**src/qpu_consts.svh**
```systemverilog
`ifndef QPU_CONSTS_SVH
`define QPU_CONSTS_SVH

// classical datapath
`define QPU_XLEN          32
`define QPU_RF_NUM        16
`define QPU_RFIDX_WIDTH   4

// timing and qubit side
`define QPU_TIME_WIDTH    16
`define QPU_QUBIT_NUM     8
`define QPU_GATE_WIDTH    8

// gate code carried by measure events
`define QPU_MEASURE_GATE  8'hff

// in-flight destination slots
`define QPU_OITF_DEPTH    4

`endif
```
**src/qpu_pkg.sv**
```systemverilog
`default_nettype none

`include "qpu_consts.svh"

package qpu_pkg;

  ////////////////////////////////////////////////////////////////////////////
  // basic vectors

  typedef logic [`QPU_XLEN-1:0]        xlen_t;
  typedef logic [`QPU_RFIDX_WIDTH-1:0] rfidx_t;
  typedef logic [`QPU_TIME_WIDTH-1:0]  qtime_t;
  typedef logic [`QPU_QUBIT_NUM-1:0]   qmask_t;
  typedef logic [`QPU_GATE_WIDTH-1:0]  gate_t;

  // instruction bits 31:27
  typedef enum logic [4:0] {
    OP_ADD     = 5'd0,
    OP_ADDI    = 5'd1,
    OP_SMIS    = 5'd2,
    OP_QWAIT   = 5'd3,
    OP_QOP     = 5'd4,
    OP_MEASURE = 5'd5,
    OP_FMR     = 5'd6
  } opcode_e;

  ////////////////////////////////////////////////////////////////////////////
  // stage payloads

  typedef struct packed {
    opcode_e op;
    rfidx_t  rd;
    rfidx_t  rs1;
    rfidx_t  rs2;
    xlen_t   imm;
    logic    rd_wen;
    logic    mask_wen;
  } dec_t;

  typedef struct packed {
    opcode_e op;
    rfidx_t  rd;
    xlen_t   rs1;
    xlen_t   rs2;
    xlen_t   imm;
    qmask_t  mask;
    qmask_t  meas;
    qtime_t  tstamp;
  } disp_t;

  typedef struct packed {
    qtime_t tstamp;
    gate_t  gate;
    qmask_t mask;
  } event_t;

  typedef struct packed {
    opcode_e op;
    rfidx_t  rd;
    logic    rd_wen;
    logic    mask_wen;
    xlen_t   data;
  } cmt_t;

  typedef struct packed {
    qmask_t qubits;
    qmask_t values;
  } meas_t;

endpackage

`default_nettype wire

```
**src/qpu_exu_top.sv**
```systemverilog
`default_nettype none

module qpu_exu_top
(
  input  logic            clk,
  input  logic            i_reset,
  input  logic            i_instr_valid,
  output logic            o_instr_ready,
  input  logic [31:0]     i_instr,
  output logic            o_event_valid,
  input  logic            i_event_ready,
  output qpu_pkg::event_t o_event,
  output logic            o_cmt_valid,
  output qpu_pkg::cmt_t   o_cmt,
  input  logic            i_meas_valid,
  input  qpu_pkg::meas_t  i_meas
);

  ////////////////////////////////////////////////////////////////////////////
  // stage links

  logic             dec_valid;
  logic             dec_ready;
  qpu_pkg::dec_t    dec;
  logic             disp_valid;
  logic             disp_ready;
  qpu_pkg::disp_t   disp;

  // operand reads and scoreboard
  qpu_pkg::rfidx_t  rs1_idx;
  qpu_pkg::rfidx_t  rs2_idx;
  qpu_pkg::xlen_t   rs1;
  qpu_pkg::xlen_t   rs2;
  qpu_pkg::qmask_t  mask;
  qpu_pkg::qmask_t  meas_values;
  logic             hazard;
  logic             issue;

  ////////////////////////////////////////////////////////////////////////////
  // pipeline

  qpu_exu_decode decode_i (
    .clk           (clk),
    .i_reset       (i_reset),
    .i_instr_valid (i_instr_valid),
    .o_instr_ready (o_instr_ready),
    .i_instr       (i_instr),
    .o_dec_valid   (dec_valid),
    .i_dec_ready   (dec_ready),
    .o_dec         (dec)
  );

  qpu_exu_disp disp_i (
    .clk           (clk),
    .i_reset       (i_reset),
    .i_dec_valid   (dec_valid),
    .o_dec_ready   (dec_ready),
    .i_dec         (dec),
    .o_rs1_idx     (rs1_idx),
    .o_rs2_idx     (rs2_idx),
    .i_rs1         (rs1),
    .i_rs2         (rs2),
    .i_mask        (mask),
    .i_meas_values (meas_values),
    .i_hazard      (hazard),
    .o_issue       (issue),
    .o_disp_valid  (disp_valid),
    .i_disp_ready  (disp_ready),
    .o_disp        (disp)
  );

  // every issued op holds a slot until it commits
  qpu_exu_oitf oitf_i (
    .clk          (clk),
    .i_reset      (i_reset),
    .i_issue      (issue),
    .i_dec        (dec),
    .i_mask       (mask),
    .i_retire     (o_cmt_valid),
    .i_meas_valid (i_meas_valid),
    .i_meas       (i_meas),
    .o_hazard     (hazard)
  );

  qpu_exu_alu alu_i (
    .clk           (clk),
    .i_reset       (i_reset),
    .i_disp_valid  (disp_valid),
    .o_disp_ready  (disp_ready),
    .i_disp        (disp),
    .o_event_valid (o_event_valid),
    .i_event_ready (i_event_ready),
    .o_event       (o_event),
    .o_cmt_valid   (o_cmt_valid),
    .o_cmt         (o_cmt)
  );

  qpu_exu_regfile regfile_i (
    .clk           (clk),
    .i_reset       (i_reset),
    .i_rs1_idx     (rs1_idx),
    .i_rs2_idx     (rs2_idx),
    .o_rs1         (rs1),
    .o_rs2         (rs2),
    .o_mask        (mask),
    .i_cmt_valid   (o_cmt_valid),
    .i_cmt         (o_cmt),
    .i_meas_valid  (i_meas_valid),
    .i_meas        (i_meas),
    .o_meas_values (meas_values)
  );

endmodule

`default_nettype wire

```
**src/qpu_exu_regfile.sv**
```systemverilog
`default_nettype none

`include "qpu_consts.svh"

module qpu_exu_regfile
  import qpu_pkg::*;
(
  input  logic   clk,
  input  logic   i_reset,
  input  rfidx_t i_rs1_idx,
  input  rfidx_t i_rs2_idx,
  output xlen_t  o_rs1,
  output xlen_t  o_rs2,
  output qmask_t o_mask,
  input  logic   i_cmt_valid,
  input  cmt_t   i_cmt,
  input  logic   i_meas_valid,
  input  meas_t  i_meas,
  output qmask_t o_meas_values
);

  xlen_t  cls_rf [`QPU_RF_NUM];
  qmask_t msk_rf [`QPU_RF_NUM];
  qmask_t meas_q;

  // mask read shares the rs1 index
  assign o_rs1         = cls_rf[i_rs1_idx];
  assign o_rs2         = cls_rf[i_rs2_idx];
  assign o_mask        = msk_rf[i_rs1_idx];
  assign o_meas_values = meas_q;

  always_ff @(posedge clk)
  begin
    if (i_reset)
    begin
      for (int i = 0; i < `QPU_RF_NUM; i++)
      begin
        cls_rf[i] <= '0;
        msk_rf[i] <= '0;
      end
      meas_q <= '0;
    end
    else
    begin
      // r0 keeps its reset value of zero
      if (i_cmt_valid && i_cmt.rd_wen && (i_cmt.rd != '0))
      begin
        cls_rf[i_cmt.rd] <= i_cmt.data;
      end
      if (i_cmt_valid && i_cmt.mask_wen)
      begin
        msk_rf[i_cmt.rd] <= qmask_t'(i_cmt.data);
      end
      // only the listed qubits take new values
      if (i_meas_valid)
      begin
        meas_q <= (meas_q & ~i_meas.qubits) | (i_meas.values & i_meas.qubits);
      end
    end
  end

endmodule

`default_nettype wire

```
**src/qpu_exu_alu.sv**
```systemverilog
`default_nettype none

`include "qpu_consts.svh"

module qpu_exu_alu
  import qpu_pkg::*;
(
  input  logic   clk,
  input  logic   i_reset,
  input  logic   i_disp_valid,
  output logic   o_disp_ready,
  input  disp_t  i_disp,
  output logic   o_event_valid,
  input  logic   i_event_ready,
  output event_t o_event,
  output logic   o_cmt_valid,
  output cmt_t   o_cmt
);

  logic   out_valid;
  logic   out_is_evt;
  logic   is_evt_d;
  logic   accept;
  cmt_t   cmt_d;
  event_t evt_d;

  always_comb
  begin
    cmt_d        = '0;
    cmt_d.op     = i_disp.op;
    cmt_d.rd     = i_disp.rd;
    evt_d.tstamp = i_disp.tstamp;
    evt_d.gate   = gate_t'(i_disp.imm);
    evt_d.mask   = i_disp.mask;
    is_evt_d     = 1'b0;
    case (i_disp.op)
      OP_ADD:
      begin
        cmt_d.rd_wen = 1'b1;
        cmt_d.data   = i_disp.rs1 + i_disp.rs2;
      end
      OP_ADDI:
      begin
        cmt_d.rd_wen = 1'b1;
        cmt_d.data   = i_disp.rs1 + i_disp.imm;
      end
      OP_SMIS:
      begin
        cmt_d.mask_wen = 1'b1;
        cmt_d.data     = xlen_t'(qmask_t'(i_disp.imm));
      end
      // reports the advanced time
      OP_QWAIT:
      begin
        cmt_d.data = xlen_t'(i_disp.tstamp);
      end
      OP_QOP:
      begin
        is_evt_d = 1'b1;
      end
      OP_MEASURE:
      begin
        is_evt_d   = 1'b1;
        evt_d.gate = `QPU_MEASURE_GATE;
      end
      OP_FMR:
      begin
        cmt_d.rd_wen = 1'b1;
        cmt_d.data   = xlen_t'(i_disp.meas & i_disp.mask);
      end
      default:
      begin
        cmt_d.data = '0;
      end
    endcase
  end

  // event ops retire only in the cycle their event goes out
  assign o_event_valid = out_valid && out_is_evt;
  assign o_cmt_valid   = out_valid && (!out_is_evt || i_event_ready);
  assign o_disp_ready  = !out_valid || o_cmt_valid;
  assign accept        = i_disp_valid && o_disp_ready;

  always_ff @(posedge clk)
  begin
    if (i_reset)
    begin
      out_valid <= 1'b0;
    end
    else if (o_disp_ready)
    begin
      out_valid <= i_disp_valid;
    end
  end

  always_ff @(posedge clk)
  begin
    if (accept)
    begin
      o_cmt      <= cmt_d;
      o_event    <= evt_d;
      out_is_evt <= is_evt_d;
    end
  end

endmodule

`default_nettype wire

```
**src/qpu_exu_oitf.sv**
```systemverilog
`default_nettype none

`include "qpu_consts.svh"

module qpu_exu_oitf
  import qpu_pkg::*;
(
  input  logic   clk,
  input  logic   i_reset,
  input  logic   i_issue,
  input  dec_t   i_dec,
  input  qmask_t i_mask,
  input  logic   i_retire,
  input  logic   i_meas_valid,
  input  meas_t  i_meas,
  output logic   o_hazard
);

  localparam int PTR_W = $clog2(`QPU_OITF_DEPTH);

  logic [`QPU_OITF_DEPTH-1:0] ent_vld;
  logic [`QPU_OITF_DEPTH-1:0] ent_cls;
  logic [`QPU_OITF_DEPTH-1:0] ent_msk;
  rfidx_t                     ent_idx [`QPU_OITF_DEPTH];
  logic [PTR_W-1:0]           wr_ptr;
  logic [PTR_W-1:0]           rd_ptr;
  qmask_t                     pending;
  qmask_t                     pending_nxt;
  logic                       use_rs1;
  logic                       use_rs2;
  logic                       use_mask;
  logic                       cls_hit;
  logic                       msk_hit;
  logic                       qubit_hit;

  // source usage per opcode
  assign use_rs1  = (i_dec.op == OP_ADD) || (i_dec.op == OP_ADDI);
  assign use_rs2  = (i_dec.op == OP_ADD);
  assign use_mask = (i_dec.op == OP_QOP) || (i_dec.op == OP_MEASURE) || (i_dec.op == OP_FMR);

  always_comb
  begin
    cls_hit = 1'b0;
    msk_hit = 1'b0;
    for (int i = 0; i < `QPU_OITF_DEPTH; i++)
    begin
      // r0 never blocks, it reads zero anyway
      if (ent_vld[i] && ent_cls[i] && (ent_idx[i] != '0))
      begin
        if ((use_rs1 && (ent_idx[i] == i_dec.rs1)) || (use_rs2 && (ent_idx[i] == i_dec.rs2)))
        begin
          cls_hit = 1'b1;
        end
      end
      if (ent_vld[i] && ent_msk[i] && use_mask && (ent_idx[i] == i_dec.rs1))
      begin
        msk_hit = 1'b1;
      end
    end
  end

  assign qubit_hit = (i_dec.op == OP_FMR) && |(i_mask & pending);
  assign o_hazard  = cls_hit || msk_hit || qubit_hit || ent_vld[wr_ptr];

  // a new measure wins over a return for the same qubit
  always_comb
  begin
    pending_nxt = pending;
    if (i_meas_valid)
    begin
      pending_nxt = pending_nxt & ~i_meas.qubits;
    end
    if (i_issue && (i_dec.op == OP_MEASURE))
    begin
      pending_nxt = pending_nxt | i_mask;
    end
  end

  always_ff @(posedge clk)
  begin
    if (i_reset)
    begin
      ent_vld <= '0;
      ent_cls <= '0;
      ent_msk <= '0;
      wr_ptr  <= '0;
      rd_ptr  <= '0;
      pending <= '0;
      for (int i = 0; i < `QPU_OITF_DEPTH; i++)
      begin
        ent_idx[i] <= '0;
      end
    end
    else
    begin
      if (i_issue)
      begin
        ent_vld[wr_ptr] <= 1'b1;
        ent_cls[wr_ptr] <= i_dec.rd_wen;
        ent_msk[wr_ptr] <= i_dec.mask_wen;
        ent_idx[wr_ptr] <= i_dec.rd;
        wr_ptr          <= wr_ptr + 1'b1;
      end
      // commits are in order so the oldest slot retires
      if (i_retire)
      begin
        ent_vld[rd_ptr] <= 1'b0;
        rd_ptr          <= rd_ptr + 1'b1;
      end
      pending <= pending_nxt;
    end
  end

endmodule

`default_nettype wire

```
**src/qpu_exu_disp.sv**
```systemverilog
`default_nettype none

module qpu_exu_disp
  import qpu_pkg::*;
(
  input  logic   clk,
  input  logic   i_reset,
  input  logic   i_dec_valid,
  output logic   o_dec_ready,
  input  dec_t   i_dec,
  output rfidx_t o_rs1_idx,
  output rfidx_t o_rs2_idx,
  input  xlen_t  i_rs1,
  input  xlen_t  i_rs2,
  input  qmask_t i_mask,
  input  qmask_t i_meas_values,
  input  logic   i_hazard,
  output logic   o_issue,
  output logic   o_disp_valid,
  input  logic   i_disp_ready,
  output disp_t  o_disp
);

  qtime_t time_q;
  qtime_t time_nxt;

  // operand reads go straight from the decoded fields
  assign o_rs1_idx = i_dec.rs1;
  assign o_rs2_idx = i_dec.rs2;

  // qwait advances time, qop and measure just sample it
  assign time_nxt = (i_dec.op == OP_QWAIT) ? time_q + qtime_t'(i_dec.imm) : time_q;

  assign o_dec_ready = (!o_disp_valid || i_disp_ready) && !i_hazard;
  assign o_issue     = i_dec_valid && o_dec_ready;

  always_ff @(posedge clk)
  begin
    if (i_reset)
    begin
      o_disp_valid <= 1'b0;
      time_q       <= '0;
    end
    else
    begin
      if (o_issue)
      begin
        o_disp_valid <= 1'b1;
        time_q       <= time_nxt;
      end
      else if (i_disp_ready)
      begin
        o_disp_valid <= 1'b0;
      end
    end
  end

  always_ff @(posedge clk)
  begin
    if (o_issue)
    begin
      o_disp.op     <= i_dec.op;
      o_disp.rd     <= i_dec.rd;
      o_disp.rs1    <= i_rs1;
      o_disp.rs2    <= i_rs2;
      o_disp.imm    <= i_dec.imm;
      o_disp.mask   <= i_mask;
      o_disp.meas   <= i_meas_values;
      o_disp.tstamp <= time_nxt;
    end
  end

endmodule

`default_nettype wire

```
**src/qpu_exu_decode.sv**
```systemverilog
`default_nettype none

module qpu_exu_decode
  import qpu_pkg::*;
(
  input  logic        clk,
  input  logic        i_reset,
  input  logic        i_instr_valid,
  output logic        o_instr_ready,
  input  logic [31:0] i_instr,
  output logic        o_dec_valid,
  input  logic        i_dec_ready,
  output dec_t        o_dec
);

  opcode_e op;
  dec_t    dec_d;

  assign op = opcode_e'(i_instr[31:27]);

  // field split, immediate is unsigned
  always_comb
  begin
    dec_d          = '0;
    dec_d.op       = op;
    dec_d.rd       = i_instr[26:23];
    dec_d.rs1      = i_instr[22:19];
    dec_d.rs2      = i_instr[18:15];
    dec_d.imm      = xlen_t'(i_instr[14:0]);
    dec_d.rd_wen   = (op == OP_ADD) || (op == OP_ADDI) || (op == OP_FMR);
    dec_d.mask_wen = (op == OP_SMIS);
  end

  // single slot, refills in the cycle it drains
  assign o_instr_ready = !o_dec_valid || i_dec_ready;

  always_ff @(posedge clk)
  begin
    if (i_reset)
    begin
      o_dec_valid <= 1'b0;
    end
    else if (o_instr_ready)
    begin
      o_dec_valid <= i_instr_valid;
    end
  end

  always_ff @(posedge clk)
  begin
    if (i_instr_valid && o_instr_ready)
    begin
      o_dec <= dec_d;
    end
  end

endmodule

`default_nettype wire

```
**config.mk**
```make
export PLATFORM = sky130hd
export DESIGN_NAME = qpu_exu_top
export DESIGN_NICKNAME = d
export VERILOG_FILES = /design/src/qpu_pkg.sv /design/src/qpu_exu_top.sv /design/src/qpu_exu_regfile.sv /design/src/qpu_exu_alu.sv /design/src/qpu_exu_oitf.sv /design/src/qpu_exu_disp.sv /design/src/qpu_exu_decode.sv
export VERILOG_INCLUDE_DIRS = /design/src
export SDC_FILE = /design/constraint.sdc
export NUM_CORES = 1
export LEC_CHECK = 0
export BUFFER_PORTS_ARGS = -buffer_cell sky130_fd_sc_hd__buf_2
export CORE_MARGIN = 1.5
export CORE_UTILIZATION = 65
export CTS_BUF_LIST = sky130_fd_sc_hd__clkbuf_2 sky130_fd_sc_hd__clkbuf_4 sky130_fd_sc_hd__clkbuf_8
export DETAILED_ROUTE_END_ITERATION = 7
export PLACE_DENSITY_LB_ADDON = 0.08
export SYNTH_ARGS = -nofsm -noshare
export SYNTH_HDL_FRONTEND = slang
export SYNTH_SLANG_ARGS = --single-unit
```
**constraint.sdc**
```tcl
create_clock -name clk -period 6.85 [get_ports clk]
set_input_delay 1.37 -clock clk [delete_from_list [all_inputs] [get_ports clk]]
set_output_delay 1.37 -clock clk [all_outputs]
set_load 0.01 [all_outputs]
```
==> out/results.ini <==
[power]
p_comb_frac = 0.095
clkPwrFrac = 0.383
power_leakage_uw = 0.0182
seqPwrFrac = 0.522
p_switching_uw = 3150
powerDensity_nw_per_um2 = 257
internal-power_uw = 9750
netSwitchingFraction = 0.244
ir_worst_vdd_mv = 0.190

[clocking]
clk_pin_slew_worst_paths_ps = 70
cts.sinks = 941
numCtsBuffers = 153
tritoncts = done
cts_resized = 0
htreeDepth = 4
cts_root_buf = clkbuf_8
postCtsSetupRepairBufs = 0
clock_latency_ps = 830
ctsHoldBuffers = 0
clock_path_buffers = 3

[sta]
relSlewSlack = 0.119
fin_setup_tns_ps = 0
finalWorstPathRequiredPeriod_ps = 5670
hold_violations = 0
setup_violations = 0
drv_slew = 0
tightest_slew_ps = 1320
fin_crit_sh = 0.827
fmax_ghz = 0.176
rsz0062_at_grt = false
fin_skew_ps = 27.9

[floorplan]
pin_count = 131
initial_core_util = 0.661
die_h_um = 268
coreArea_um2 = 68900
die_w_um = 268
std_cell_rows = 96
die_area_um2 = 71700

[grt]
grt_max_degree = 141
grt_pass1_vias = 28000
use_met2 = 0.556
overflow = 0
grt_pass1_wl_um = 177000
antenna_found_initial = 3
grt-busiest-layer = met2
use_met1 = 0.469
grt_use_total = 0.345
grt_use_met3 = 0.0741

[placed_design]
place_congestion = 0.925
hpwl_um = 73700
portBuffers = 130

[setup_path]
critPathRequiredTime_ps = 5480
r2r_setup_slack_ps = 1590
cp_max_fo = 32
start_kind = register
crit_type = reg -> out
critPathCaptureType = output port
cp.arrival_ps = 4300

[layout]
drive_above_1_share = 0.271
multi_input_area_um2 = 17100
syn2layout_area_growth_pct = 10.2
seq_area_um2 = 27700
final_util = 0.728
fill_cells = 4344
fin_nets = 3176

[outcome]
outcome = complete, no violations

[detailed_routing]
drt_iter0_markers = 3501
vias = 27400
dr.pass1.iters = 6
routed_wl_um = 120000
viasPerCell = 6.66
wire_per_inst_um = 29.2
drc_errors = 0
antenna_left = 0

[min_path]
min-delay-path-class = reg -> reg

[synthesis]
synth_edf_count = 886
synth_area_um2 = 45500
ys_types = 70
avgSynthCellArea_um2 = 15.7
yosys_warnings = 0
synthCells = 2910
synth_flop_cell = edfxtp_1
ys_ff_latch = 941
async_reset_ff_frac = 0
ys_seq_area_frac = 0.608

[job]
max-cap-violations = 0

-- flip-flops by register name, summed over array words and instances (netlist names), 2 cells and up, named ones only --
register / cells
regfile_i.cls_rf: 512
regfile_i.msk_rf: 128
disp_i.o_disp: 120
alu_i.o_cmt: 43
decode_i.o_dec: 34
alu_i.o_event: 32
disp_i.time_q: 16
oitf_i.ent_idx: 16
oitf_i.pending: 8
oitf_i.ent_cls: 4
oitf_i.ent_msk: 4
oitf_i.ent_vld: 4
oitf_i.rd_ptr: 2
oitf_i.wr_ptr: 2
-- routing by layer --
layer / part of all wire / vias up
li1: - / 11400
met1: 0.37 / 14000
met2: 0.49 / 1744
met3: 0.11 / 279
met4: 0.034 / 0
met5: 0 / -
-- final timing paths --
check | end | cells after the start | start
max reg2reg | alu_i.o_cmt[31] | 15 | disp_i.o_disp[134]
min | alu_i.o_cmt[34] | 0 | disp_i.o_disp[128]
min reg2reg | alu_i.o_cmt[34] | 0 | disp_i.o_disp[128]
max | o_instr_ready | 7 | register
-- final cells by class --
cell class                      count  area share
Inverter                           24     0.00179
Clock inverter                     60     0.00892
Antenna cell                        3    0.000150
Clock buffer                      214      0.0519
Timing Repair Buffer              184      0.0218
Tap cell                          931      0.0232
Sequential cell                   941       0.552
Multi-Input combinational cell   1763       0.340
-- stage by stage --
| step | power, uW | instances | hold slack (ps) | setup slack, ps | area, um^2 |
|---|---|---|---|---|---|
| after floorplan | 7620 | 2941 | 400 | 1510 | 45700 |
| after global placement | 8020 | 3843 | 405 | 1810 | 47100 |
| after detailed placement | 8060 | 3843 | 408 | 1660 | 47100 |
| after CTS | 12900 | 4117 | 422 | 1110 | 50200 |
| after global routing | 13200 | 4119 | 440 | 930 | 50200 |
| final | 12900 | 4120 | 421 | 1180 | 50200 |
-- critical path, stage by stage (launching register included) --
cell and delay, ps:
dfxtp_2 1040, mux4_2 650, mux4_2 510, a222oi_1 390
nand3_1 200, and4bb_4 280, o21ai_1 210, buf_2 180
-- power groups by stage --
stage / logic (uW) / registers, uW / clock network, uW
CTS: 1210 / 6740 / 4960
detailed placement: 1210 / 6850 / 0
global placement: 1180 / 6840 / 0
floorplan: 873 / 6750 / 0
finish: 1220 / 6740 / 4940
global route: 1290 / 6760 / 5200
-- cell usage after synthesis (14+ instances only) --
library cell | n | share of area
a21oi_1 | 70 | 0.0077
and2_1 | 626 | 0.086
and3_1 | 14 | 0.0019
buf_1 | 34 | 0.0028
clkbuf_1 | 171 | 0.014
dfxtp_1 | 55 | 0.024
edfxtp_1 | 886 | 0.58
ha_1 | 54 | 0.015
inv_1 | 22 | 0.0018
mux2_2 | 15 | 0.0037
mux2i_1 | 15 | 0.0033
mux4_2 | 361 | 0.18
nand2_1 | 87 | 0.0072
nand2b_1 | 24 | 0.0033
nand3_1 | 37 | 0.0041
nor2_1 | 113 | 0.0093
nor3_1 | 17 | 0.0019
nor4_1 | 14 | 0.0019
o21ai_0 | 42 | 0.0046
or2_2 | 34 | 0.0047
xnor2_1 | 32 | 0.0062
xor2_1 | 40 | 0.0077
-- cells in the final DEF, fill, tap and decap left out, drive strengths merged, types with 54 or more instances in the layout --
cell type,count
nand2,87
a21oi,70
dfxtp,55
and2,626
ha,54
buf,184
edfxtp,886
clkbuf,214
nor2,113
mux4,361
-- logic make-up (layout without fill, tap and decap cells) --
family / count (synthesis) / in the layout / share of synthesized area
mux: 395 / 395 / 0.187
simple gates: 1003 / 1003 / 0.127
flops: 941 / 941 / 0.608
other cells: 1 / 35 / 0.0000823
xor+xnor: 72 / 72 / 0.0138
fa+ha+maj: 56 / 56 / 0.0157
buf+inv: 237 / 482 / 0.0202
compound gates: 205 / 205 / 0.0287
(Power assumes the default switching activity.)
